--- src/verilog/stripe_pkg.sv ---
package stripe_pkg;

  localparam int data_width = 16; // Lane word, sign-magnitude
  localparam int lanes      = 8;
  localparam int tag_width  = 12;
  localparam int frac_bits  = 14; // Q1.14 words
  localparam int acc_width  = 32; // Sign in msb, 28 fraction bits below

  typedef enum logic [1:0] {
    op_add  = 2'd0,
    op_sub  = 2'd1,
    op_mul  = 2'd2,
    op_rsvd = 2'd3
  } op_t;

  typedef struct packed {
    op_t  op;
    logic accumulate; // Add step result into accumulator
    logic ret;        // Raise return request when done
  } instr_t;

  // Lane n sits in word n
  typedef logic [lanes-1:0][data_width-1:0] block_t;

  typedef struct packed {
    instr_t               instr;
    logic [tag_width-1:0] tag_a;
    logic [tag_width-1:0] tag_b;
    logic [tag_width-1:0] stride_a;
    logic [tag_width-1:0] stride_b;
    logic [tag_width-1:0] iter_lim;
  } stripe_cmd_t;

  // One beat of the shared bus, two tagged halves
  typedef struct packed {
    logic [tag_width-1:0] tag0;
    logic [tag_width-1:0] tag1;
    block_t               d0;
    block_t               d1;
  } bus_beat_t;

endpackage

--- src/verilog/lane_pe.sv ---
module lane_pe import stripe_pkg::*; #(
  parameter int data_width = stripe_pkg::data_width
) (
  input  logic                  clk,
  input  logic                  rst,
  input  logic                  fire,
  input  logic                  clear_acc,
  input  instr_t                instr,
  input  logic [data_width-1:0] a,
  input  logic [data_width-1:0] b,
  output logic [data_width-1:0] result
);

  localparam int aw = 2 * data_width; // Accumulator width
  localparam int fb = data_width - 2; // Fraction bits of a word
  localparam int mw = data_width - 1; // Word magnitude width

  // Internal sign-magnitude value, 2*fb fraction bits
  typedef struct packed {
    logic          sign;
    logic [aw-2:0] mag;
  } sm_t;

  // Sign-magnitude add, zero always positive
  function automatic sm_t sm_add(sm_t x, sm_t y);
    sm_t s;
    if (x.sign == y.sign) begin
      s.mag  = x.mag + y.mag;
      s.sign = x.sign;
    end else if (x.mag >= y.mag) begin
      s.mag  = x.mag - y.mag;
      s.sign = x.sign;
    end else begin
      s.mag  = y.mag - x.mag;
      s.sign = y.sign;
    end
    if (s.mag == '0) begin
      s.sign = 1'b0;
    end
    return s;
  endfunction

  logic [aw-2:0] mag_a; // Raw word magnitudes, zero extended
  logic [aw-2:0] mag_b;
  sm_t           op_a;
  sm_t           op_b;
  sm_t           prod;
  sm_t           step;
  sm_t           acc_d;
  sm_t           acc_q;
  logic          rnd_up;
  logic [mw-1:0] rnd_mag;

  always_comb begin
    mag_a = (aw-1)'(a[mw-1:0]);
    mag_b = (aw-1)'(b[mw-1:0]);

    // Align to the accumulator binary point
    op_a.sign = a[data_width-1];
    op_a.mag  = mag_a << fb;
    op_b.sign = b[data_width-1] ^ (instr.op == op_sub); // a - b as a + (-b)
    op_b.mag  = mag_b << fb;

    prod.mag  = mag_a * mag_b; // Q1.14 x Q1.14 lands on 28 fraction bits
    prod.sign = (a[data_width-1] ^ b[data_width-1]) & (|prod.mag);

    case (instr.op)
      op_add, op_sub: step = sm_add(op_a, op_b);
      op_mul:         step = prod;
      default:        step = '0;
    endcase

    acc_d = instr.accumulate ? sm_add(step, acc_q) : step;
  end

  always_ff @(posedge clk) begin
    if (rst || clear_acc) begin
      acc_q <= '0;
    end else if (fire) begin
      acc_q <= acc_d;
    end
  end

  // Round half to even back to Q1.14
  always_comb begin
    rnd_up  = acc_q.mag[fb-1] & ((|acc_q.mag[fb-2:0]) | acc_q.mag[fb]);
    rnd_mag = acc_q.mag[2*fb:fb] + mw'(rnd_up);
  end

  assign result = {acc_q.sign & (|rnd_mag), rnd_mag}; // No negative zero

  // Sequencer must never fire with an undefined opcode
  no_rsvd_op_fire: assert property (
    @(posedge clk) disable iff (rst) fire |-> instr.op != op_rsvd
  );

endmodule

--- config.mk ---
export PLATFORM = sky130hd
export DESIGN_NAME = lane_pe
export DESIGN_NICKNAME = d
export VERILOG_FILES = /design/src/verilog/stripe_pkg.sv /design/src/verilog/lane_pe.sv
export SDC_FILE = /design/constraint.sdc
export NUM_CORES = 1
export LEC_CHECK = 0
export BUFFER_PORTS_ARGS = -buffer_cell sky130_fd_sc_hd__buf_4
export CELL_PAD_IN_SITES_DETAIL_PLACEMENT = 1
export CELL_PAD_IN_SITES_GLOBAL_PLACEMENT = 2
export CORE_UTILIZATION = 36
export CTS_BUF_LIST = sky130_fd_sc_hd__clkbuf_2
export DETAILED_ROUTE_END_ITERATION = 16
export PLACE_DENSITY_LB_ADDON = 0.1
export SYNTH_ARGS = -nofsm -noshare
export SYNTH_HDL_FRONTEND = slang
export SYNTH_SLANG_ARGS = --single-unit
export TNS_END_PERCENT = 30
--- constraint.sdc ---
create_clock -name clk -period 8.75 [get_ports clk]
set_clock_uncertainty 0.2 [all_clocks]
set_input_delay 0 -clock clk [delete_from_list [all_inputs] [get_ports clk]]
set_output_delay 0 -clock clk [all_outputs]
set_load 0.005 [all_outputs]
=== Word-level counts from Yosys, hierarchy flattened ===
Index checks and enable logic that the tools add are counted.

* Add/subtract/negate cells: 7
* Multipliers: 1
* Divide/modulo/power cells: 0
* Order comparisons: 2
* Equality and inequality tests: 5
* Shifts and indexed selects: 0
* Multiplexer cells: 9
* Bitwise operators: 6
* Reduce and logical (&&, ||, !) cells: 9

{| class="wikitable"
|+ Operators with widths
! cell !! count
|-
| 32-bit two-way mux || 6
|-
| 32-bit case mux with 2 select lines || 1
|-
| 31-bit zero test || 2
|-
| 31-bit subtractor || 2
|-
| 29-bit by 29-bit subtractor with 30-bit output || 2
|-
| 31-bit adder || 1
|-
| 31-bit greater-or-equal comparator || 1
|-
| 29-bit by 29-bit adder with 30-bit output || 1
|-
| 15-bit by 15-bit multiplier with 30-bit output || 1
|-
| 30-bit OR reduction || 1
|-
| 29-bit greater-or-equal comparator || 1
|-
| 15-bit by 1-bit adder with 15-bit output || 1
|-
| 15-bit OR reduction || 1
|-
| 13-bit OR reduction || 1
|-
| 4-bit by 1-bit inequality test with 1-bit output, second input constant || 1
|-
| 1-bit bitwise AND || 3
|-
| 1-bit == test || 2
|-
| 2-bit by 1-bit == test with 1-bit output, second input constant || 1
|-
| 2-bit == test, second input constant || 1
|-
| 2-bit zero test || 1
|-
| 1-bit two-way mux || 2
|-
| 2-bit AND reduction || 1
|-
| 2-bit OR reduction || 1
|-
| 1-bit bitwise XOR || 2
|-
| 2 further kinds || 2
|}

* Register bits after elaboration: 32
* Bits in latches: 0
* Memory bits (writable): 0
* ROM bits: 0
* Output and inout bits: 16
* Memories: 0

=== Logic depth before layout (Yosys ltp) ===
* Depth after elaboration: 14
* Gate-level depth with buffers: 46

=== Least setup slack after synthesis ===
OpenSTA, ideal clock, no wires.

* Path kind: input to register
* Start point: input b[1]
* End point: register acc_q[31] in the netlist's numbering
* Library setup time: 0.119 ns
* Arrival: 9.243 ns
* Path slack: -0.812 ns
* Stages: 43
* Cells stage by stage: inv_1 > buf_1 > nor2_1 > fa_1 > inv_1 > fa_1 > inv_1 > fa_1 > inv_1 > fa_1 > inv_1 > fa_1 > inv_1 > fa_1 > inv_1 > ha_1 > buf_2 > nand4_1 > [7 not listed] > ha_1 > clkbuf_1 > a21oi_1 > o21bai_1 > a21o_1 > a21oi_1 > nand3b_1 > o21ai_1 > clkbuf_1 > clkbuf_1 > buf_1 > mux2i_1 > mux2i_1 > xor2_1 > nor4_1 > nand2_1 > nor4_2 > nor2_1

* Word-level cells in the longest chain between the ends: 12

{| class="wikitable"
|+ RTL lines
! element !! line !! text
|-
| from (decl) || lane_pe.sv:10 || <nowiki>input logic [data_width-1:0] b,</nowiki>
|-
| 29-bit by 29-bit subtractor with 30-bit output, or another cell as far along || lane_pe.sv:34 || <nowiki>s.mag = y.mag - x.mag;</nowiki>
|-
| 32-bit two-way mux || lane_pe.sv:30 || <nowiki>end else if (x.mag >= y.mag) begin</nowiki>
|-
| 32-bit two-way mux || lane_pe.sv:27 || <nowiki>if (x.sign == y.sign) begin</nowiki>
|-
| 32-bit two-way mux || lane_pe.sv:67 || <nowiki>case (instr.op)</nowiki>
|-
| 31-bit zero test || lane_pe.sv:37 || <nowiki>if (s.mag == '0) begin</nowiki>
|-
| 1-bit two-way mux || lane_pe.sv:37 ||
|-
| 32-bit case mux with 2 select lines (*) || lane_pe.sv:67 ||
|-
| parallel branches: the longest is 5 deep, another holds 31-bit subtractor || -- ||
|-
| to (signal assigned) || lane_pe.sv:78 || <nowiki>acc_q <= '0;</nowiki>
|-
| to (signal assigned) || lane_pe.sv:80 || <nowiki>acc_q <= acc_d;</nowiki>
|-
| to (decl) || lane_pe.sv:50 || <nowiki>sm_t acc_q;</nowiki>
|}

Mark *: on every way between the ends. The select of a mux whose other input is x is not followed.
A chain may end at the register's enable or synchronous reset.

=== Worst setup path in the final report ===
* Start point: input a[10]
* End point: register acc_q[31] in the netlist's numbering

* Word-level cells in the longest chain between the ends: 12

{| class="wikitable"
|+ RTL lines
! element !! line !! text
|-
| from (decl) || lane_pe.sv:9 || <nowiki>input logic [data_width-1:0] a,</nowiki>
|-
| 29-bit by 29-bit subtractor with 30-bit output, or another cell as far along || lane_pe.sv:34 ||
|-
| 32-bit two-way mux || lane_pe.sv:30 ||
|-
| 32-bit two-way mux || lane_pe.sv:27 ||
|-
| 32-bit two-way mux || lane_pe.sv:67 ||
|-
| 31-bit zero test || lane_pe.sv:37 ||
|-
| 1-bit two-way mux || lane_pe.sv:37 ||
|-
| 32-bit case mux with 2 select lines (*) || lane_pe.sv:67 ||
|-
| parallel branches: the longest is 5 deep, another holds 31-bit subtractor || -- ||
|}

Marked as above.

==> results by group <==
Status
  • Outcome: finished with violations
  • Violated checks: setup timing

Hold path
  • Hold Crit Endpoint: acc_q[0]$_SDFFE_PP0P_
  • Worst hold start: instr[2]
  • Hold depth: 6
  • Hold Crit Class: in -> reg

Yosys
  • Synthesized Nets: between 2k and 3k
  • Synth Instances: around 2.2k
  • Synth top area cells: fa_1, ha_1, inv_1
  • Async SR Flop Fraction: 0
  • Top_reg_cell synth: dfxtp_1
  • Yosys top cell by area: fa_1
  • Unique masters post-synth: 93
  • #FFs+latches synth: 32
  • Synth top area share: 0.207
  • Sequential fraction of the synthesis area: 0.0382
  • Syn Std Cell Area: around 17000 sq um
  • Average size of a mapped cell: about 7.5 sq um
  • Yosys warns: 0
  • Post-synth EDFFs: 0

Finish
  • # fillers: 5693
  • Area grow syn2layout: 33.6%
  • Largest register FFs: 32
  • Top Registers: acc_q: 32 flops
  • Layout cells sized above 1: 0.281
  • Total Nets Final: about 3.2k
  • Fin util: 0.490
  • Largest reg by FF count: acc_q

Clock tree
  • TritonCTS clock tree: done
  • Clock insertion delay at the later pin of the skew report: approximately 0.5 ns
  • CTS Buffer Depth: 2
  • Clk sinks: 32
  • Htree depth: 2
  • CTS clk-pin slew, worst paths: about 0.27 ns
  • Clock tree root driver cell: clkbuf_2
  • Num CTS Buffers: 5

Critical path
  • Worst Path Arrival: between 9 and 10 ns
  • Critical path launch point type: input port
  • CP endpoint kind: flip-flop
  • Critical path class: in -> reg
  • WP depth: 41
  • Worst R2R Path Depth: 21
  • Highest net fanout along the worst path: 6
  • CP dominant cell by count: fa_1
  • R2r startpoint: acc_q[1]$_SDFFE_PP0P_
  • Worst r2r dst: acc_q[31]$_SDFFE_PP0P_
  • Worst Path Buf+Inv: 9
  • CP top delay family: adder cells
  • Largest stage delay on the critical path: 0.62 ns
  • Crit path max-delay cell type: or4b_4
  • Critical Path RT: 8.99 ns
  • R2R setup slack: approximately 2.8 ns

Die
  • Rows: between 70 and 80
  • Initial Util: 0.367
  • Ports: between 50 and 60
  • Die area: between 40000 and 50000 sq um
  • Core area: approximately 46000 sq um
  • Die X: 218 um
  • Die Ht: 218 um

Timing
  • Period utilization: 1.01
  • Endpoints failing hold: 0
  • RSZ-0062 raised after global routing: yes
  • Pins Over Slew Limit: 0
  • Slew @ Worst Pin: 1.28 ns
  • Final setup margin: -0.129 ns
  • Relative max-transition margin: 0.135
  • Max Fclk: 113 MHz
  • Fin crit period: 8.88 ns
  • Final setup vio count: 1
  • Setup TNS: -0.129 ns

Place
  • Port-buffer cells: 54
  • Post-DP HPWL: a little over 60000 um
  • GP Congestion: approximately 0.96

Routing
  • DRT Wirelength: between 70000 and 80000 um
  • # DRC: 0
  • Initial DRC Count: 812
  • Vias per std cell: 5.43
  • ANT nets after route: 0
  • Drt first pass iters: 5
  • Routed via count: ~18k
  • WL per Instance: ~22 um

Global route
  • GRT Util Overall: 0.301
  • First-pass GRT wire length: about 110000 um
  • GR Overflow Total: 0
  • Antenna violations before repair: 1
  • Vias in the first global route: approximately 19k
  • Pin count of the biggest net entering global routing: 60

Job
  • MaxCap Viol Count: 0
[per-stage QoR]
stage	setup WS (ns)	cell area (sq um)	cells	hold slack, ns
floorplan	0.00236	16900	2240	0.0347
global route	-0.423	22400	3310	0.0827
detailed placement	-1.17	21000	3258	0.291
finish	-0.129	22400	3310	0.0739
global placement	-0.967	21000	3258	0.273
CTS	0.000703	21500	3276	0.00700
[cell type report]
| cell class | count | area [sq um] | share of cell area |
|---|---|---|---|
| Inverter | 346 | 1360 | 0.0608 |
| Timing Repair Buffer | 557 | 4360 | 0.195 |
| Antenna cell | 1 | 2.50 | 0.000112 |
| Clock inverter | 3 | 37.5 | 0.00168 |
| Tap cell | 600 | 751 | 0.0335 |
| Sequential cell | 32 | 641 | 0.0286 |
| Multi-Input combinational cell | 1766 | 15200 | 0.679 |
| Clock buffer | 5 | 25.0 | 0.00112 |
[kinds of logic (layout without fill, tap and decap cells)]
group | count (synthesis) | count (layout) | share of synthesized area
adder cells (fa/ha/maj) | 409 | 409 | 0.383
multiplexers | 65 | 65 | 0.0396
buffers and inverters | 442 | 911 | 0.103
XOR/XNOR | 80 | 80 | 0.0427
flip-flops | 32 | 32 | 0.0382
AND/OR/NAND/NOR | 706 | 706 | 0.193
AO/OA/AOI/OAI | 506 | 506 | 0.201
other | 0 | 1 | 0
[what timing repair did]
action                     in CTS  in global routing
setup buffers                   7                 34
hold endpoints to repair       30                  0
pin swaps                      29                118
gates cloned                    0                  0
resized for setup              70                172
hold buffers                    3                  0
setup endpoints to repair      23                 19
[synthesized netlist by cell type (11+ instances only)]
library cell and count:
inv_1 329, nor2_1 288, ha_1 236, nand2_1 177, fa_1 173, a21oi_1 169, clkbuf_1 67, o21ai_0 67
xnor2_1 57, mux2i_1 55, nor3_1 45, a21o_1 44, nand3_1 38, dfxtp_1 32, a211oi_1 27, o211ai_1 24
nand4_1 23, o21bai_1 23, nor4_1 21, xor2_1 21, nand2b_1 19, or3_1 17, a31oi_1 15, buf_2 14
o21a_1 14, clkinv_1 13, nor2b_1 13, o31a_1 11
[cells in the final DEF (no fill, tap or decap), types with 42 or more instances in the layout]
| cell type | count |
|---|---|
| buf_4 | 520 |
| nand2_1 | 175 |
| inv_1 | 297 |
| nor3_1 | 42 |
| fa_1 | 166 |
| xnor2_1 | 54 |
| a21o_1 | 44 |
| ha_1 | 218 |
| a21oi_1 | 154 |
| nor2_1 | 274 |
| o21ai_0 | 59 |
| mux2i_1 | 53 |
[worst max path at each step]
| stage | from | to |
|---|---|---|
| 4_1_cts | a[7] | acc_q[31]$_SDFFE_PP0P_ |
| 3_5_place_dp | a[10] | acc_q[31]$_SDFFE_PP0P_ |
| 3_3_place_gp | a[10] | acc_q[31]$_SDFFE_PP0P_ |
| 5_1_grt | a[8] | acc_q[31]$_SDFFE_PP0P_ |
| 2_1_floorplan | b[13] | acc_q[31]$_SDFFE_PP0P_ |
| 6_report | a[10] | acc_q[31]$_SDFFE_PP0P_ |
[worst reg2reg max path, cell delays in order, from the launching register on]
cell and delay, ns:
dfxtp_1 0.58, inv_1 0.15, ha_1 0.35, nor2b_1 0.14
o21ai_0 0.24, a21oi_1 0.16, o41ai_1 1.04, a2111oi_4 0.20
buf_4 0.20, o31a_1 0.31, o21ai_4 0.28, buf_6 0.16
buf_12 0.14, buf_6 0.13, nand2_1 0.05, a22o_1 0.24
a31oi_2 0.23, mux2i_1 0.14, xnor2_1 0.17, or4_4 0.54
nor4_4 0.22, nor2_1 0.08
[per-layer routing]
metal  share of wire  global-route usage
met5               0                   0
met3           0.025             0.00837
met2            0.51               0.554
met1            0.42               0.370
met4           0.041               0.116
Power is not shown: default switching activity piles up to over one toggle a cycle in this logic, so the estimate is an artifact.
