$ cat config.mk
export PLATFORM = sky130hd
export DESIGN_NAME = stripe_sequencer
export DESIGN_NICKNAME = d
export VERILOG_FILES = /design/src/verilog/stripe_pkg.sv /design/src/verilog/stripe_sequencer.sv
export SDC_FILE = /design/constraint.sdc
export NUM_CORES = 1
export LEC_CHECK = 0
export BUFFER_PORTS_ARGS = -buffer_cell sky130_fd_sc_hd__buf_2
export CAP_MARGIN = 20
export CORE_AREA = 2 2 234 236
export DETAILED_ROUTE_END_ITERATION = 6
export DIE_AREA = 0 0 236 238
export PLACE_DENSITY = 0.61
export SLEW_MARGIN = 10
export SYNTH_ARGS = -nofsm -noshare
export SYNTH_HDL_FRONTEND = slang
export SYNTH_SLANG_ARGS = --single-unit
$ cat constraint.sdc
create_clock -name clk -period 18.3 [get_ports clk]
set_clock_uncertainty 0.15 [all_clocks]
set_input_delay 0.915 -clock clk [delete_from_list [all_inputs] [get_ports clk]]
set_output_delay 0.915 -clock clk [all_outputs]
set_load 0.005 [all_outputs]
$ cat src/verilog/stripe_pkg.sv
package stripe_pkg;

  localparam int data_width = 16; // Lane word, sign-magnitude
  localparam int lanes      = 8;
  localparam int tag_width  = 12;
  localparam int frac_bits  = 14; // Q1.14 words
  localparam int acc_width  = 32; // Sign in msb, 28 fraction bits below

  typedef enum logic [1:0] {
    op_add  = 2'd0,
    op_sub  = 2'd1,
    op_mul  = 2'd2,
    op_rsvd = 2'd3
  } op_t;

  typedef struct packed {
    op_t  op;
    logic accumulate; // Add step result into accumulator
    logic ret;        // Raise return request when done
  } instr_t;

  // Lane n sits in word n
  typedef logic [lanes-1:0][data_width-1:0] block_t;

  typedef struct packed {
    instr_t               instr;
    logic [tag_width-1:0] tag_a;
    logic [tag_width-1:0] tag_b;
    logic [tag_width-1:0] stride_a;
    logic [tag_width-1:0] stride_b;
    logic [tag_width-1:0] iter_lim;
  } stripe_cmd_t;

  // One beat of the shared bus, two tagged halves
  typedef struct packed {
    logic [tag_width-1:0] tag0;
    logic [tag_width-1:0] tag1;
    block_t               d0;
    block_t               d1;
  } bus_beat_t;

endpackage

$ cat src/verilog/stripe_sequencer.sv
module stripe_sequencer import stripe_pkg::*; #(
  parameter int lanes      = stripe_pkg::lanes,
  parameter int data_width = stripe_pkg::data_width,
  parameter int tag_width  = stripe_pkg::tag_width
) (
  input  logic                             clk,
  input  logic                             rst,
  input  logic                             load,
  input  stripe_cmd_t                      cmd,
  input  logic                             beat_valid,
  input  bus_beat_t                        beat,
  output instr_t                           instr,
  output logic                             fire,
  output logic                             clear_acc,
  output logic [lanes-1:0][data_width-1:0] block_a,
  output logic [lanes-1:0][data_width-1:0] block_b,
  output logic                             done
);

  logic [tag_width-1:0] tag_a;    // Current A tag that advances per step
  logic [tag_width-1:0] tag_b;
  logic [tag_width-1:0] stride_a;
  logic [tag_width-1:0] stride_b;
  logic [tag_width-1:0] iter_lim;
  logic [tag_width-1:0] count;    // Steps completed
  logic [tag_width-1:0] count_inc;

  logic have_a; // Operand A captured for this step
  logic have_b;

  // Tag hits on each bus half
  logic a_on_0;
  logic a_on_1;
  logic b_on_0;
  logic b_on_1;
  logic cap_a;
  logic cap_b;

  assign a_on_0 = beat.tag0 == tag_a;
  assign a_on_1 = beat.tag1 == tag_a;
  assign b_on_0 = beat.tag0 == tag_b;
  assign b_on_1 = beat.tag1 == tag_b;

  // Beats are dropped while a step fires or a command loads
  assign cap_a = beat_valid & ~fire & ~load & (a_on_0 | a_on_1);
  assign cap_b = beat_valid & ~fire & ~load & (b_on_0 | b_on_1);

  assign fire      = have_a & have_b & ~done;
  assign clear_acc = load; // Lanes clear on the loading edge
  assign count_inc = count + 1'b1;

  always_ff @(posedge clk) begin
    if (rst) begin
      instr    <= '0;
      tag_a    <= '0;
      tag_b    <= '0;
      stride_a <= '0;
      stride_b <= '0;
      iter_lim <= '0;
      count    <= '0;
      have_a   <= 1'b0;
      have_b   <= 1'b0;
      done     <= 1'b0;
    end else if (load) begin
      instr    <= cmd.instr;
      tag_a    <= cmd.tag_a;
      tag_b    <= cmd.tag_b;
      stride_a <= cmd.stride_a;
      stride_b <= cmd.stride_b;
      iter_lim <= cmd.iter_lim;
      count    <= '0;
      have_a   <= 1'b0;
      have_b   <= 1'b0;
      // A zero limit is reached as soon as the count clears
      done     <= cmd.iter_lim == '0;
    end else if (fire) begin
      tag_a  <= tag_a + stride_a; // Wraps at tag width
      tag_b  <= tag_b + stride_b;
      count  <= count_inc;
      have_a <= 1'b0;
      have_b <= 1'b0;
      done   <= count_inc == iter_lim;
    end else begin
      if (cap_a) begin
        have_a <= 1'b1;
      end
      if (cap_b) begin
        have_b <= 1'b1;
      end
    end
  end

  // A prefers half 0 and B prefers half 1
  always_ff @(posedge clk) begin
    if (cap_a) begin
      block_a <= a_on_0 ? beat.d0 : beat.d1;
    end
    if (cap_b) begin
      block_b <= b_on_1 ? beat.d1 : beat.d0;
    end
  end

  // Completion holds until the next load
  done_holds: assert property (
    @(posedge clk) disable iff (rst) done && !load |=> done
  );

  // No step fires once the limit is reached
  fire_below_limit: assert property (
    @(posedge clk) disable iff (rst) fire |-> count < iter_lim
  );

  count_within_limit: assert property (
    @(posedge clk) disable iff (rst) count <= iter_lim
  );

endmodule

Yosys cells after proc, flatten, opt, wreduce, memory -nomap -nowiden
Index checks and enable logic that the tools add are counted.
{"block": "word_totals", "inputBits": 348, "regBits": 335, "out_inout_bits": 263}
{"block": "op_classes", "bitwise": 11, "add_sub_neg": 3, "reduce_logical": 4, "eq_ne": 5, "mux": 8}
{"cell": "2-to-1 mux 128 bit", "n": 2}
{"cell": "equality test 12 bit", "n": 5}
{"cell": "2-to-1 mux 12 bit", "n": 4}
{"cell": "adder 12 bit", "n": 2}
{"cell": "adder 12 x 1 -> 12 bit, second input constant", "n": 1}
{"cell": "logical NOT 12 bit", "n": 1}
{"cell": "AND 1 bit", "n": 6}
{"cell": "inverter 1 bit", "n": 3}
{"cell": "OR reduction 3 bit", "n": 1}
{"cell": "2-to-1 mux 1 bit", "n": 2}
{"cell": "OR 1 bit", "n": 2}
{"cell": "nonzero test 2 bit", "n": 1}
{"cell": "OR reduction 2 bit", "n": 1}

Depth between registers and ports, before layout
Gate-level depths: netlist of run 1.
{"block": "depth", "depth_word": 6, "depth_mapped": 10}

Least setup slack after synthesis of run 1
OpenSTA, ideal clock, no wires.
{"block": "synth_path", "path_kind": "input to register", "from": "input port beat[275] (netlist bit)", "to": "register block_a[0] (netlist bit), enable pin", "required_ns": 17.491, "arrival_time_ns": 7.824, "path_stages": 5, "setup_slack_ns": 9.667, "setup_time_ns": 0.659, "cell_sequence": "xor2_1 -> nor4_1 -> nand3_1 -> buf_2 -> a21oi_1"}
{"block": "synth_via", "elab_chain_cells": 3}
{"item": "from (decl)", "line": "stripe_sequencer.sv:11", "rtl": "input bus_beat_t beat,"}
{"item": "equality test 12 bit", "line": "stripe_sequencer.sv:39", "rtl": "assign a_on_0 = beat.tag0 == tag_a;"}
{"item": "OR 1 bit", "line": "stripe_sequencer.sv:45", "rtl": "assign cap_a = beat_valid & ~fire & ~load & (a_on_0 | a_on_1);"}
{"item": "AND 1 bit", "line": "stripe_sequencer.sv:45"}
{"item": "via cap_a", "line": "stripe_sequencer.sv:36", "rtl": "logic cap_a;"}
{"item": "to (signal assigned)", "line": "stripe_sequencer.sv:96", "rtl": "block_a <= a_on_0 ? beat.d0 : beat.d1;"}
{"item": "to (decl)", "line": "stripe_sequencer.sv:15", "rtl": "output logic [lanes-1:0][data_width-1:0] block_a,"}
The timed path passes the listed nets, and every way through them passes these cells.
A chain may end at the register's enable or synchronous reset.

Worst setup path after layout of run 1
{"block": "layout_path", "from": "input port beat[273] (netlist bit)", "to": "register block_b[9] (netlist bit), enable pin"}
{"block": "layout_via", "elab_chain_cells": 3}
{"item": "equality test 12 bit", "line": "stripe_sequencer.sv:41", "rtl": "assign b_on_0 = beat.tag0 == tag_b;"}
{"item": "OR 1 bit", "line": "stripe_sequencer.sv:46", "rtl": "assign cap_b = beat_valid & ~fire & ~load & (b_on_0 | b_on_1);"}
{"item": "AND 1 bit", "line": "stripe_sequencer.sv:46"}
{"item": "via cap_b", "line": "stripe_sequencer.sv:37", "rtl": "logic cap_b;"}
{"item": "to (signal assigned)", "line": "stripe_sequencer.sv:99", "rtl": "block_b <= b_on_1 ? beat.d1 : beat.d0;"}
{"item": "to (decl)", "line": "stripe_sequencer.sv:16", "rtl": "output logic [lanes-1:0][data_width-1:0] block_b,"}
The timed path passes the listed nets, and every way through them passes these cells.

==> results of run 1 <==
==> power groups by stage <==
| stage | logic [W] | registers (W) | clock network, W |
|---|---|---|---|
| 2_1_floorplan | 0.0000739 | 0.000848 | 0 |
| 3_3_place_gp | 0.000136 | 0.000853 | 0 |
| 3_5_place_dp | 0.000139 | 0.000853 | 0 |
| 4_1_cts | 0.000140 | 0.000837 | 0.000833 |
| 5_1_grt | 0.000154 | 0.000838 | 0.000866 |
| 6_report | 0.000141 | 0.000837 | 0.000808 |
==> Yosys cell counts (7+ instances only) <==
| master | number |
|---|---|
| nor2_1 | 83 |
| o21ai_0 | 15 |
| nand2_1 | 31 |
| xnor2_1 | 36 |
| nor4_1 | 13 |
| nand3_1 | 8 |
| a21oi_1 | 40 |
| or3_1 | 7 |
| inv_1 | 17 |
| a21o_1 | 7 |
| nor3_1 | 17 |
| xor2_1 | 50 |
| clkbuf_1 | 22 |
| dfxtp_1 | 79 |
| mux2i_1 | 44 |
| nor2b_1 | 10 |
| ha_1 | 23 |
| mux2_2 | 256 |
| buf_2 | 28 |
| edfxtp_1 | 256 |
==> state kept, by name (all words and copies together) (netlist names), 12 cells and up <==
name      cells
iter_lim     12
stride_b     12
stride_a     12
count        12
block_a     128
block_b     128
tag_b        12
tag_a        12
==> per-stage QoR <==
stage	cells	setup slack (ps)
after floorplan	1123	9667
after global placement	2382	13470
after detailed placement	2382	13440
after CTS	2454	14030
after global routing	2455	13800
final	2456	14050
==> routing by layer <==
layer / part of all wire (%) / wire length [um] / track usage (%)
met5: 0.33 / 195 / 0
met3: 9.2 / 5374 / 7.543
met1: 38 / 22140 / 22.76
met2: 48 / 28190 / 33.49
met4: 4.4 / 2602 / 8.280
==> cell families after synthesis <==
kind of cell,Yosys count
flip-flops,335
multiplexers,300
AND/OR/NAND/NOR,192
AO/OA/AOI/OAI,111
XOR/XNOR,86
buffers and inverters,74
adder cells (fa/ha/maj),25
==> final cells by class <==
| type | instances | area [sq um] | area share, % |
|---|---|---|---|
| Sequential cell | 335 | 9269 | 44.59 |
| Multi-Input combinational cell | 714 | 6088 | 29.29 |
| Timing Repair Buffer | 621 | 3171 | 15.25 |
| Clock buffer | 56 | 1156 | 5.562 |
| Tap cell | 696 | 870.8 | 4.190 |
| Clock inverter | 16 | 163.9 | 0.7886 |
| Inverter | 17 | 63.81 | 0.3070 |
| Antenna cell | 1 | 2.502 | 0.01204 |
==> placed cells by master, fill, tap and decap left out, types with 3 or more instances in the layout <==
| cell | count |
|---|---|
| clkbuf_16 | 43 |
| xnor2_1 | 36 |
| a211oi_1 | 6 |
| nor4_1 | 13 |
| or4b_2 | 3 |
| a21o_1 | 7 |
| nor2_1 | 83 |
| buf_2 | 609 |
| bufinv_16 | 3 |
| o21ai_0 | 15 |
| inv_1 | 17 |
| edfxtp_1 | 256 |
| nand3_1 | 7 |
| o21ai_1 | 4 |
| ha_1 | 23 |
| nor2b_1 | 9 |
| nand2_1 | 31 |
| or3_1 | 7 |
| mux2_2 | 256 |
| clkinv_1 | 5 |
| inv_6 | 3 |
| mux2i_1 | 44 |
| nand2b_1 | 3 |
| dfxtp_1 | 79 |
| clkbuf_1 | 8 |
| clkbuf_4 | 3 |
| o221ai_1 | 3 |
| clkinv_2 | 3 |
| a311oi_1 | 3 |
| nand4_1 | 6 |
| a221oi_1 | 6 |
| xor2_1 | 50 |
| buf_4 | 10 |
| a21oi_1 | 39 |
| o21a_1 | 4 |
| nor3_1 | 16 |
==> worst min-delay path by stage <==
stage	depth (start not counted)	to	slack (ps)
CTS	2	count[1]	340
global route	2	stride_b[5]	380
detailed placement	2	count[1]	330
floorplan	2	count[1]	300
global placement	2	count[1]	310
finish	2	count[1]	350
==> worst reg2reg max path, cell delays in order (launching register included) <==
cell,delay [ps]
dfxtp_1,310
nand2_1,100
or2_2,620
nand3b_1,320
nor2b_4,750
buf_4,710
buf_4,790
==> run metrics, run 1 <==
Post-Synthesis Cells=1,123; Clock Path Buffers=3; final worst-path cycle share=23.20%; Die H=238 um; min cycle time layout=4246 ps; Worst path slowest cell=nor2b_4; vias per cell=4.820; CP peak stage delay=740 ps; post-synth top area share=between 40% and 50%; Fmax=0.2355 GHz; r2r startpoint=have_a; post-synthesis mux area share=21.25%; Routed wire per std cell=~24 um; top post-synthesis cells by area=edfxtp_1 49%, mux2_2 18%, dfxtp_1 10%; HP Start=count[1]; clk slew on worst S/H paths=50 ps; most frequent CP cell=buf_4; Peak VDD IR=0.00005091 V; delay-heaviest family, CP=buffers and inverters; Max-Cap Viols=0; Remaining Overflow, GRT=0; R2R Setup Slk=approximately 14,000 ps; setup bufs post-CTS=0; die area=56,170 sq um; Mapped Avg Cell Area=13.92 sq um; Adder-Cell Fraction of Synth Area=2.096%; r2r worst-path depth=6; I/O pins=611; RSZ-0062 raised after global routing=false; crit end category=flop; post-layout util=38.85%; P_int=0.001385 W; Routed WL=around 60 mm; Slew headroom=approximately a quarter; Yosys cell types=57; Final TNS setup=0 ps; IO buf count=610; H-Tree Depth=2; CP bufs+invs=3; # setup viols final=0; crit path from=beat[273]; total core area=53,500 sq um; main flop type after synthesis=edfxtp_1; crit path capture=block_b[9]; Fin. Hold Viols=0; worst skew pair latency=550 ps; Syn Nets=1,496; Post-DP HPWL=44.87 mm; Area growth syn-to-layout=32.92%; total power=about 0.0018 W; worst hold slack=346.0 ps; Detail Route Antenna Nets=0; DRC viols=0; Flop pwr share=46.9%; fin nets=2,102; CTS Sinks=335; Slew Viols, Final=0; startpoint types=input port; XOR/XNOR Fraction of Synth Area=4.817%; Stages on worst setup path=7; row cnt=85; largest family of logic cells by synthesized area=multiplexers; clock power share=a little under half; worst slew pin tran=1136 ps; Mapped Area=around 16,000 sq um; CTS root buf=clkbuf_16; cts hold-fix bufs=0; vias in the first global route=about 12,000; initial antenna violation count=18; Seq cells post-synth=335; routability cong.=about 0.93; Leak=about 8.5 nW; asr flop ratio synth=0%; sw power=about 0.0004 W; Die W=approximately 240 um; share of layout cells above drive strength 1=~54%; sw frac=22.45%; WP data required=roughly 18,000 ps; Crit path arrival time=4260 ps; post_cts resized=0; Power Dens Cells=roughly 86 nW/um^2; Gate power share=7.9%; Synth Area in Simple Gates=5.793%; cts bufs inserted=40; post-synth top area cell=edfxtp_1; Filler cells=5,202; aggregate global-route resource usage=roughly a fifth; length of the first detailed-routing pass in iterations=5; Initial Utilization=29.23%; compound-cell area share of the yosys netlist=roughly 4.7%; crit path max fanout=55; crit path kind=input port to flop; CTS tree=yes; largest net degree at the start of global routing=129; status=complete, no violations; first-pass GRT wire length=81.79 mm; EDFF count, synth=256; Iter 0 DRT Violations=691; DR vias=11,840; sequence of cells on the critical path=buf_2 > xor2_1 > nor4_1 > a31o_1 > nor2b_4 > buf_4 > buf_4; Area after DPL=19,430 sq um; synth warn=0; register area share after synthesis=59.27%; design area=20,780 sq um; Hold WC Path Type=flop to flop; Worst R2R End=block_b[9]
(Power assumes the default switching activity.)
==> inputs of run 2 (changes only) <==
--- a/config.mk
+++ b/config.mk
@@ -7,9 +7,9 @@
 export LEC_CHECK = 0
 export BUFFER_PORTS_ARGS = -buffer_cell sky130_fd_sc_hd__buf_2
 export CAP_MARGIN = 20
-export CORE_AREA = 2 2 234 236
+export CORE_AREA = 2 2 240 242
 export DETAILED_ROUTE_END_ITERATION = 6
-export DIE_AREA = 0 0 236 238
+export DIE_AREA = 0 0 242 244
 export PLACE_DENSITY = 0.61
 export SLEW_MARGIN = 10
 export SYNTH_ARGS = -nofsm -noshare
==> constraint.sdc (replaced) <==
create_clock -name clk -period 3.5 [get_ports clk]
set_clock_uncertainty 0.15 [all_clocks]
set_input_delay 0.175 -clock clk [delete_from_list [all_inputs] [get_ports clk]]
set_output_delay 0.175 -clock clk [all_outputs]
set_load 0.005 [all_outputs]
==> run 2 against run 1 <==
- critical path depth unchanged
- power rose to 5.4 times the previous value
- clock power grew to 5.1 times the previous value
- largest cell class unchanged
- sequential share of layout area down 8.1 points
- via count grew 17%
- clock-buffer cell count down 5
- global-route usage is 0.55 points higher
- combinational power increased to 8.3 times the previous value
- first-iteration DRC count is 20% higher
- cell count is 21% higher
- flip-flop and latch count unchanged
- die area grew 5.1%
==> run metrics, run 2 (same netlist as run 1, synthesis figures left out) <==
status=complete, no violations; post-layout util=45.31% (+6.5 points); # setup viols final=0 (unchanged); Iter 0 DRT Violations=829 (+20%); min cycle time layout=3168 ps; Crit path arrival time=3300 ps (-960 ps); IO buf count=610 (unchanged); Power Dens Cells=379.5 nW/um^2 (+340%); length of the first detailed-routing pass in iterations=5 (unchanged); r2r worst-path depth=7 (+1); cell count after placement=2,447 (+2.7%); clk slew on worst S/H paths=60 ps (about the same); Slew Viols, Final=0 (unchanged); Finished Layout Cells=2,972 (+21%); crit path from=tag_b[3]; Fin. Hold Viols=0 (unchanged); crit end category=flop; vias in the first global route=14,720 (+23%); cts bufs inserted=40 (unchanged); Hold WC Path Type=input port to flop; Stages on worst setup path=7 (unchanged); hold path depth=3 (+1); Leak=10.38 nW (+23%); Clock Path Buffers=3 (unchanged); Die H=244 um (+2.5%); delay-heaviest family, CP=buffers and inverters; final worst slack=332.0 ps (-13,720 ps); share of layout cells above drive strength 1=43.92% (-10 points); initial antenna violation count=5 (-13); WP data required=3630 ps (-14,680 ps); crit path max fanout=32 (-42%); I/O pins=611 (unchanged); CP peak stage delay=560 ps (-180 ps); CTS root buf=clkbuf_16; Post-DP HPWL=42.63 mm (-5.0%); row cnt=87 (+2.4%); most frequent cells in the layout=609 x buf_2, 451 x dlygate4sd3_1, 256 x mux2_2, 256 x edfxtp_1, 83 x nor2_1; Slew headroom=45.75% (+21 points); Detail Route Antenna Nets=0 (unchanged); Remaining Overflow, GRT=0 (unchanged); Worst path slowest cell=dlygate4sd3_1; total power=0.009660 W (+440%); sequence of cells on the critical path=xnor2_1 > nand4_1 > nor3_4 > buf_12 > buf_4 > mux2_2 > dlygate4sd3_1; first-pass GRT wire length=91.74 mm (+12%); Die W=242 um (+2.5%); largest net degree at the start of global routing=72 (-44%); CTS Sinks=335 (unchanged); commonest non-fill, non-tap cell in the layout=buf_2; CP bufs+invs=3 (unchanged); Routed wire per std cell=21.22 um (-11%); Initial Utilization=27.84% (-1.4 points); Peak VDD IR=0.0002926 V (+470%); worst skew pair latency=550 ps (about the same); DR vias=13,890 (+17%); H-Tree Depth=2 (unchanged); top flop regs=block_a x128, block_b x128; die area=59,050 sq um (+5.1%); worst slew pin tran=813.7 ps (-322.0 ps); CTS tree=yes; routability cong.=0.9142 (-1.2%); RSZ-0062 raised after global routing=false; DRC viols=0 (unchanged); Max-Cap Viols=0 (unchanged); Routed WL=63.06 mm (+7.8%); fin nets=2,557 (+22%); final worst-path cycle share=90.51%; Area growth syn-to-layout=62.76%; vias per cell=4.673 (-3.0%); Fmax=0.3157 GHz; startpoint types=flop; r2r startpoint=tag_b[3]; crit path kind=flop to flop; Filler cells=4,965 (-4.6%); total core area=56,170 sq um (+5.0%); post_cts resized=0 (unchanged); worst slack, placed=908.8 ps (-12,530 ps); HP Start=load; aggregate global-route resource usage=20.46% (+0.55 points)
==> run 2: cell count changes in the layout (fill, tap and decap cells not counted), moves of 2 or more <==
cell           delta
dfxtp_2          +14
clkbuf_4          -3
clkinv_4          +2
dlygate4sd3_1   +451
buf_12            +6
dfxtp_1          -14
clkinv_2          +3
diode_2           +2
==> run 2: routing by layer <==
metal	share of wire [%]	routed length [um]	track usage, %
met1	37	23390	22.46
met2	49	31050	35.84
met3	6.8	4301	4.895
met4	6.8	4293	12.55
met5	0.038	24	0
==> run 2: metrics by stage <==
stage	area, sq um	TNS (ps)	hold WS (ps)
finish	25450	0	157.2
floorplan	15690	-47120	167.6
global route	25450	0	153.4
detailed placement	19650	0	267.1
CTS	25440	0	115.5
global placement	19650	0	260.4
==> run 2: power breakdown <==
group | switching [W] | total [W] | internal, W
logic | 0.000452 | 0.00117 | 0.000720
clock network | 0.00170 | 0.00412 | 0.00241
registers | 0.0000519 | 0.00437 | 0.00432
==> run 2: final cells by class <==
| cell class | count | area (sq um) | area share, % |
|---|---|---|---|
| Timing Repair Buffer | 1076 | 7770 | 30.53 |
| Sequential cell | 335 | 9286 | 36.49 |
| Inverter | 17 | 63.81 | 0.2507 |
| Antenna cell | 3 | 7.507 | 0.02950 |
| Multi-Input combinational cell | 714 | 6095 | 23.95 |
| Clock inverter | 20 | 167.7 | 0.6587 |
| Clock buffer | 51 | 1116 | 4.385 |
| Tap cell | 756 | 945.9 | 3.716 |
==> run 2: path summary, 6_finish.rpt <==
path,slack (ps),endpoint
max,330,block_b[95]
min,160,tag_b[1]
max reg2reg,330,block_b[95]
min reg2reg,330,count[1]
==> run 2: worst min-delay path: stages <==
cell	delay (ps)
buf_4	340
a21oi_1	230
nor2_1	50
==> run 2: repair_timing <==
item	in CTS	in global routing
hold buffers	451	0
endpoints found under the hold margin	334	0
buffers inserted	0	0
setup endpoints to repair	0	0
==> inputs of run 3 (changes only) <==
--- a/config.mk
+++ b/config.mk
@@ -7,10 +7,12 @@
 export LEC_CHECK = 0
 export BUFFER_PORTS_ARGS = -buffer_cell sky130_fd_sc_hd__buf_2
 export CAP_MARGIN = 20
-export CORE_AREA = 2 2 240 242
+export CELL_PAD_IN_SITES_DETAIL_PLACEMENT = 0
+export CELL_PAD_IN_SITES_GLOBAL_PLACEMENT = 2
+export CORE_MARGIN = 2
+export CORE_UTILIZATION = 29
 export DETAILED_ROUTE_END_ITERATION = 6
-export DIE_AREA = 0 0 242 244
-export PLACE_DENSITY = 0.61
+export PLACE_DENSITY = 0.87
 export SLEW_MARGIN = 10
 export SYNTH_ARGS = -nofsm -noshare
 export SYNTH_HDL_FRONTEND = slang
==> run 3 against run 2 <==
- utilization grew 2.5 points
- flip-flop and latch count unchanged
- combinational power about the same
- fmax rose by 1.5%
- via count grew 0.83%
- die area shrank 5.5%
- worst setup slack improved by 48 ps
- critical path depth fell by 1
- global-route usage rose by 3.6 points
- critical endpoint is now block_b[89]
- highest routed layer unchanged
==> run metrics, run 3 (same netlist as run 1, synthesis figures left out) <==
worst slew pin tran=936.2 ps (+122.5 ps); vias in the first global route=14,520 (-1.4%); I/O pins=611 (unchanged); M3 GR Usage=8.683% (+3.8 points); Finished Layout Cells=2,934 (-1.3%); Filler cells=4,761 (-4.1%); cts hold-fix bufs=469 (+4.0%); cell count after placement=2,384 (-2.6%); Fin. Hold Viols=0 (unchanged); Power Dens Cells=388.7 nW/um^2 (+2.4%); crit path max fanout=128 (+300%); design area=25,610 sq um (+0.61%); commonest non-fill, non-tap cell in the layout=buf_2; CTS Sinks=335 (unchanged); Hold WC Path Type=input port to flop; routability cong.=0.9595 (+5.0%); largest net degree at the start of global routing=129 (+79%); CTS root buf=clkbuf_16; Iter 0 DRT Violations=865 (+4.3%); most frequent cells in the layout=609 x buf_2, 469 x dlygate4sd3_1, 256 x mux2_2, 256 x edfxtp_1, 83 x nor2_1; share of layout cells above drive strength 1=43.49% (-0.43 points); Max-Cap Viols=0 (unchanged); worst skew pair latency=590 ps (+40 ps); first-pass GRT wire length=97.77 mm (+6.6%); Peak VDD IR=0.0002989 V (+2.1%); DRC viols=0 (unchanged); met2 Resource Use GR=38.05% (+2.2 points); Reg area=9286 sq um (unchanged); startpoint types=flop; Detail Route Antenna Nets=0 (unchanged); top flop regs=block_a x128, block_b x128; fin nets=2,573 (+0.63%); Crit path arrival time=3290 ps (about the same); total core area=53,600 sq um (-4.6%); M1 GR Usage=27.22% (+4.8 points); min cycle time layout=3120 ps (-48.07 ps); aggregate global-route resource usage=24.05% (+3.6 points); Area growth syn-to-layout=63.76%; setup bufs post-CTS=0 (unchanged); Die H=236.2 um (-3.2%); initial antenna violation count=13 (+8); IO buf count=610 (unchanged); final worst-path cycle share=89.14% (-1.4 points); busiest grt layer=met2; Fmax=0.3205 GHz (+1.5%); Routed WL=69.61 mm (+10%); Initial Utilization=29.17% (+1.3 points); crit end category=flop; cts bufs inserted=41 (+2.5%); Routed wire per std cell=23.73 um (+12%); crit path kind=flop to flop; Remaining Overflow, GRT=0 (unchanged); Clock Path Buffers=3 (unchanged); multi-input logic area=6095 sq um (unchanged); final worst slack=380.1 ps (+48.07 ps); WP data required=3670 ps (+40 ps); length of the first detailed-routing pass in iterations=5 (unchanged); CTS tree=yes; DR vias=14,000 (+0.83%); row cnt=85 (-2.3%); Area after DPL=19,540 sq um (-0.56%); vias per cell=4.773 (+2.1%); worst slack, placed=942.8 ps (+34.03 ps); Die W=236.2 um (-2.4%); status=complete, no violations; Leak=10.45 nW (+0.64%); post-layout util=47.78% (+2.5 points); H-Tree Depth=2 (unchanged); Slew headroom=37.58% (-8.2 points); Post-DP HPWL=49.12 mm (+15%); post_cts resized=0 (unchanged); RSZ-0062 raised after global routing=false; clk slew on worst S/H paths=60 ps (about the same); # setup viols final=0 (unchanged); die area=55,800 sq um (-5.5%); Slew Viols, Final=0 (unchanged)
[run 3: changes by cell type in the layout (fill, tap and decap cells not counted), sizes merged]
| cell | before | now |
|---|---|---|
| buf | 625 | 622 |
| bufinv | 2 | 5 |
| clkbuf | 51 | 50 |
| clkinv | 13 | 14 |
| clkinvlp | 0 | 1 |
| diode | 3 | 10 |
| dlygate4sd3 | 451 | 469 |
| inv | 22 | 18 |
[run 3: final timing paths]
kind / from / to / slack [ps] / cells after the start
worst max-delay path: tag_b[10] / block_b[89] / 380 / 6
worst min-delay path: load / tag_a[6] / 50 / 3
worst min register to register: count[1] / count[1] / 340 / 2
worst max register to register: tag_b[10] / block_b[89] / 380 / 6
[run 3: per-layer routing]
metal / vias up / part of all wire, % / wire length (um)
met2: 645 / 45 / 31500
li1: 6387 / - / -
met5: - / 0.065 / 45
met3: 147 / 9.1 / 6302
met4: 6 / 7.4 / 5155
met1: 6819 / 38 / 26610
[run 3: critical path, cell delays in order (launching register included)]
cell,delay (ps)
dfxtp_2,390
xnor2_1,140
nand4_1,170
nor3_4,270
buf_12,470
mux2_2,420
dlygate4sd3_1,580
[run 3: layout make-up]
| cell class | count | share of cell area, % |
|---|---|---|
| repair buffers | 1091 | 30.91 |
| clock buffers | 50 | 4.177 |
| multi-input cells | 714 | 23.80 |
| diodes | 10 | 0.09772 |
| flip-flops and latches | 335 | 36.26 |
| inverters | 17 | 0.2492 |
| clock inverters | 21 | 1.104 |
| well taps | 696 | 3.401 |
[run 3: report_power, final]
part	switching, W	internal [W]
Combinational	0.000459	0.000740
Clock	0.00182	0.00256
Sequential	0.0000516	0.00432
Total	0.00233	0.00762
[run 3: per-stage QoR]
stage | hold WS [ps] | setup TNS (ps) | power (W)
global placement | 256.8 | 0 | 0.005165
global route | 45.29 | 0 | 0.01030
detailed placement | 262.4 | 0 | 0.005181
CTS | 0.3881 | 0 | 0.009997
floorplan | 167.6 | -47120 | 0.004823
finish | 46.40 | 0 | 0.009955
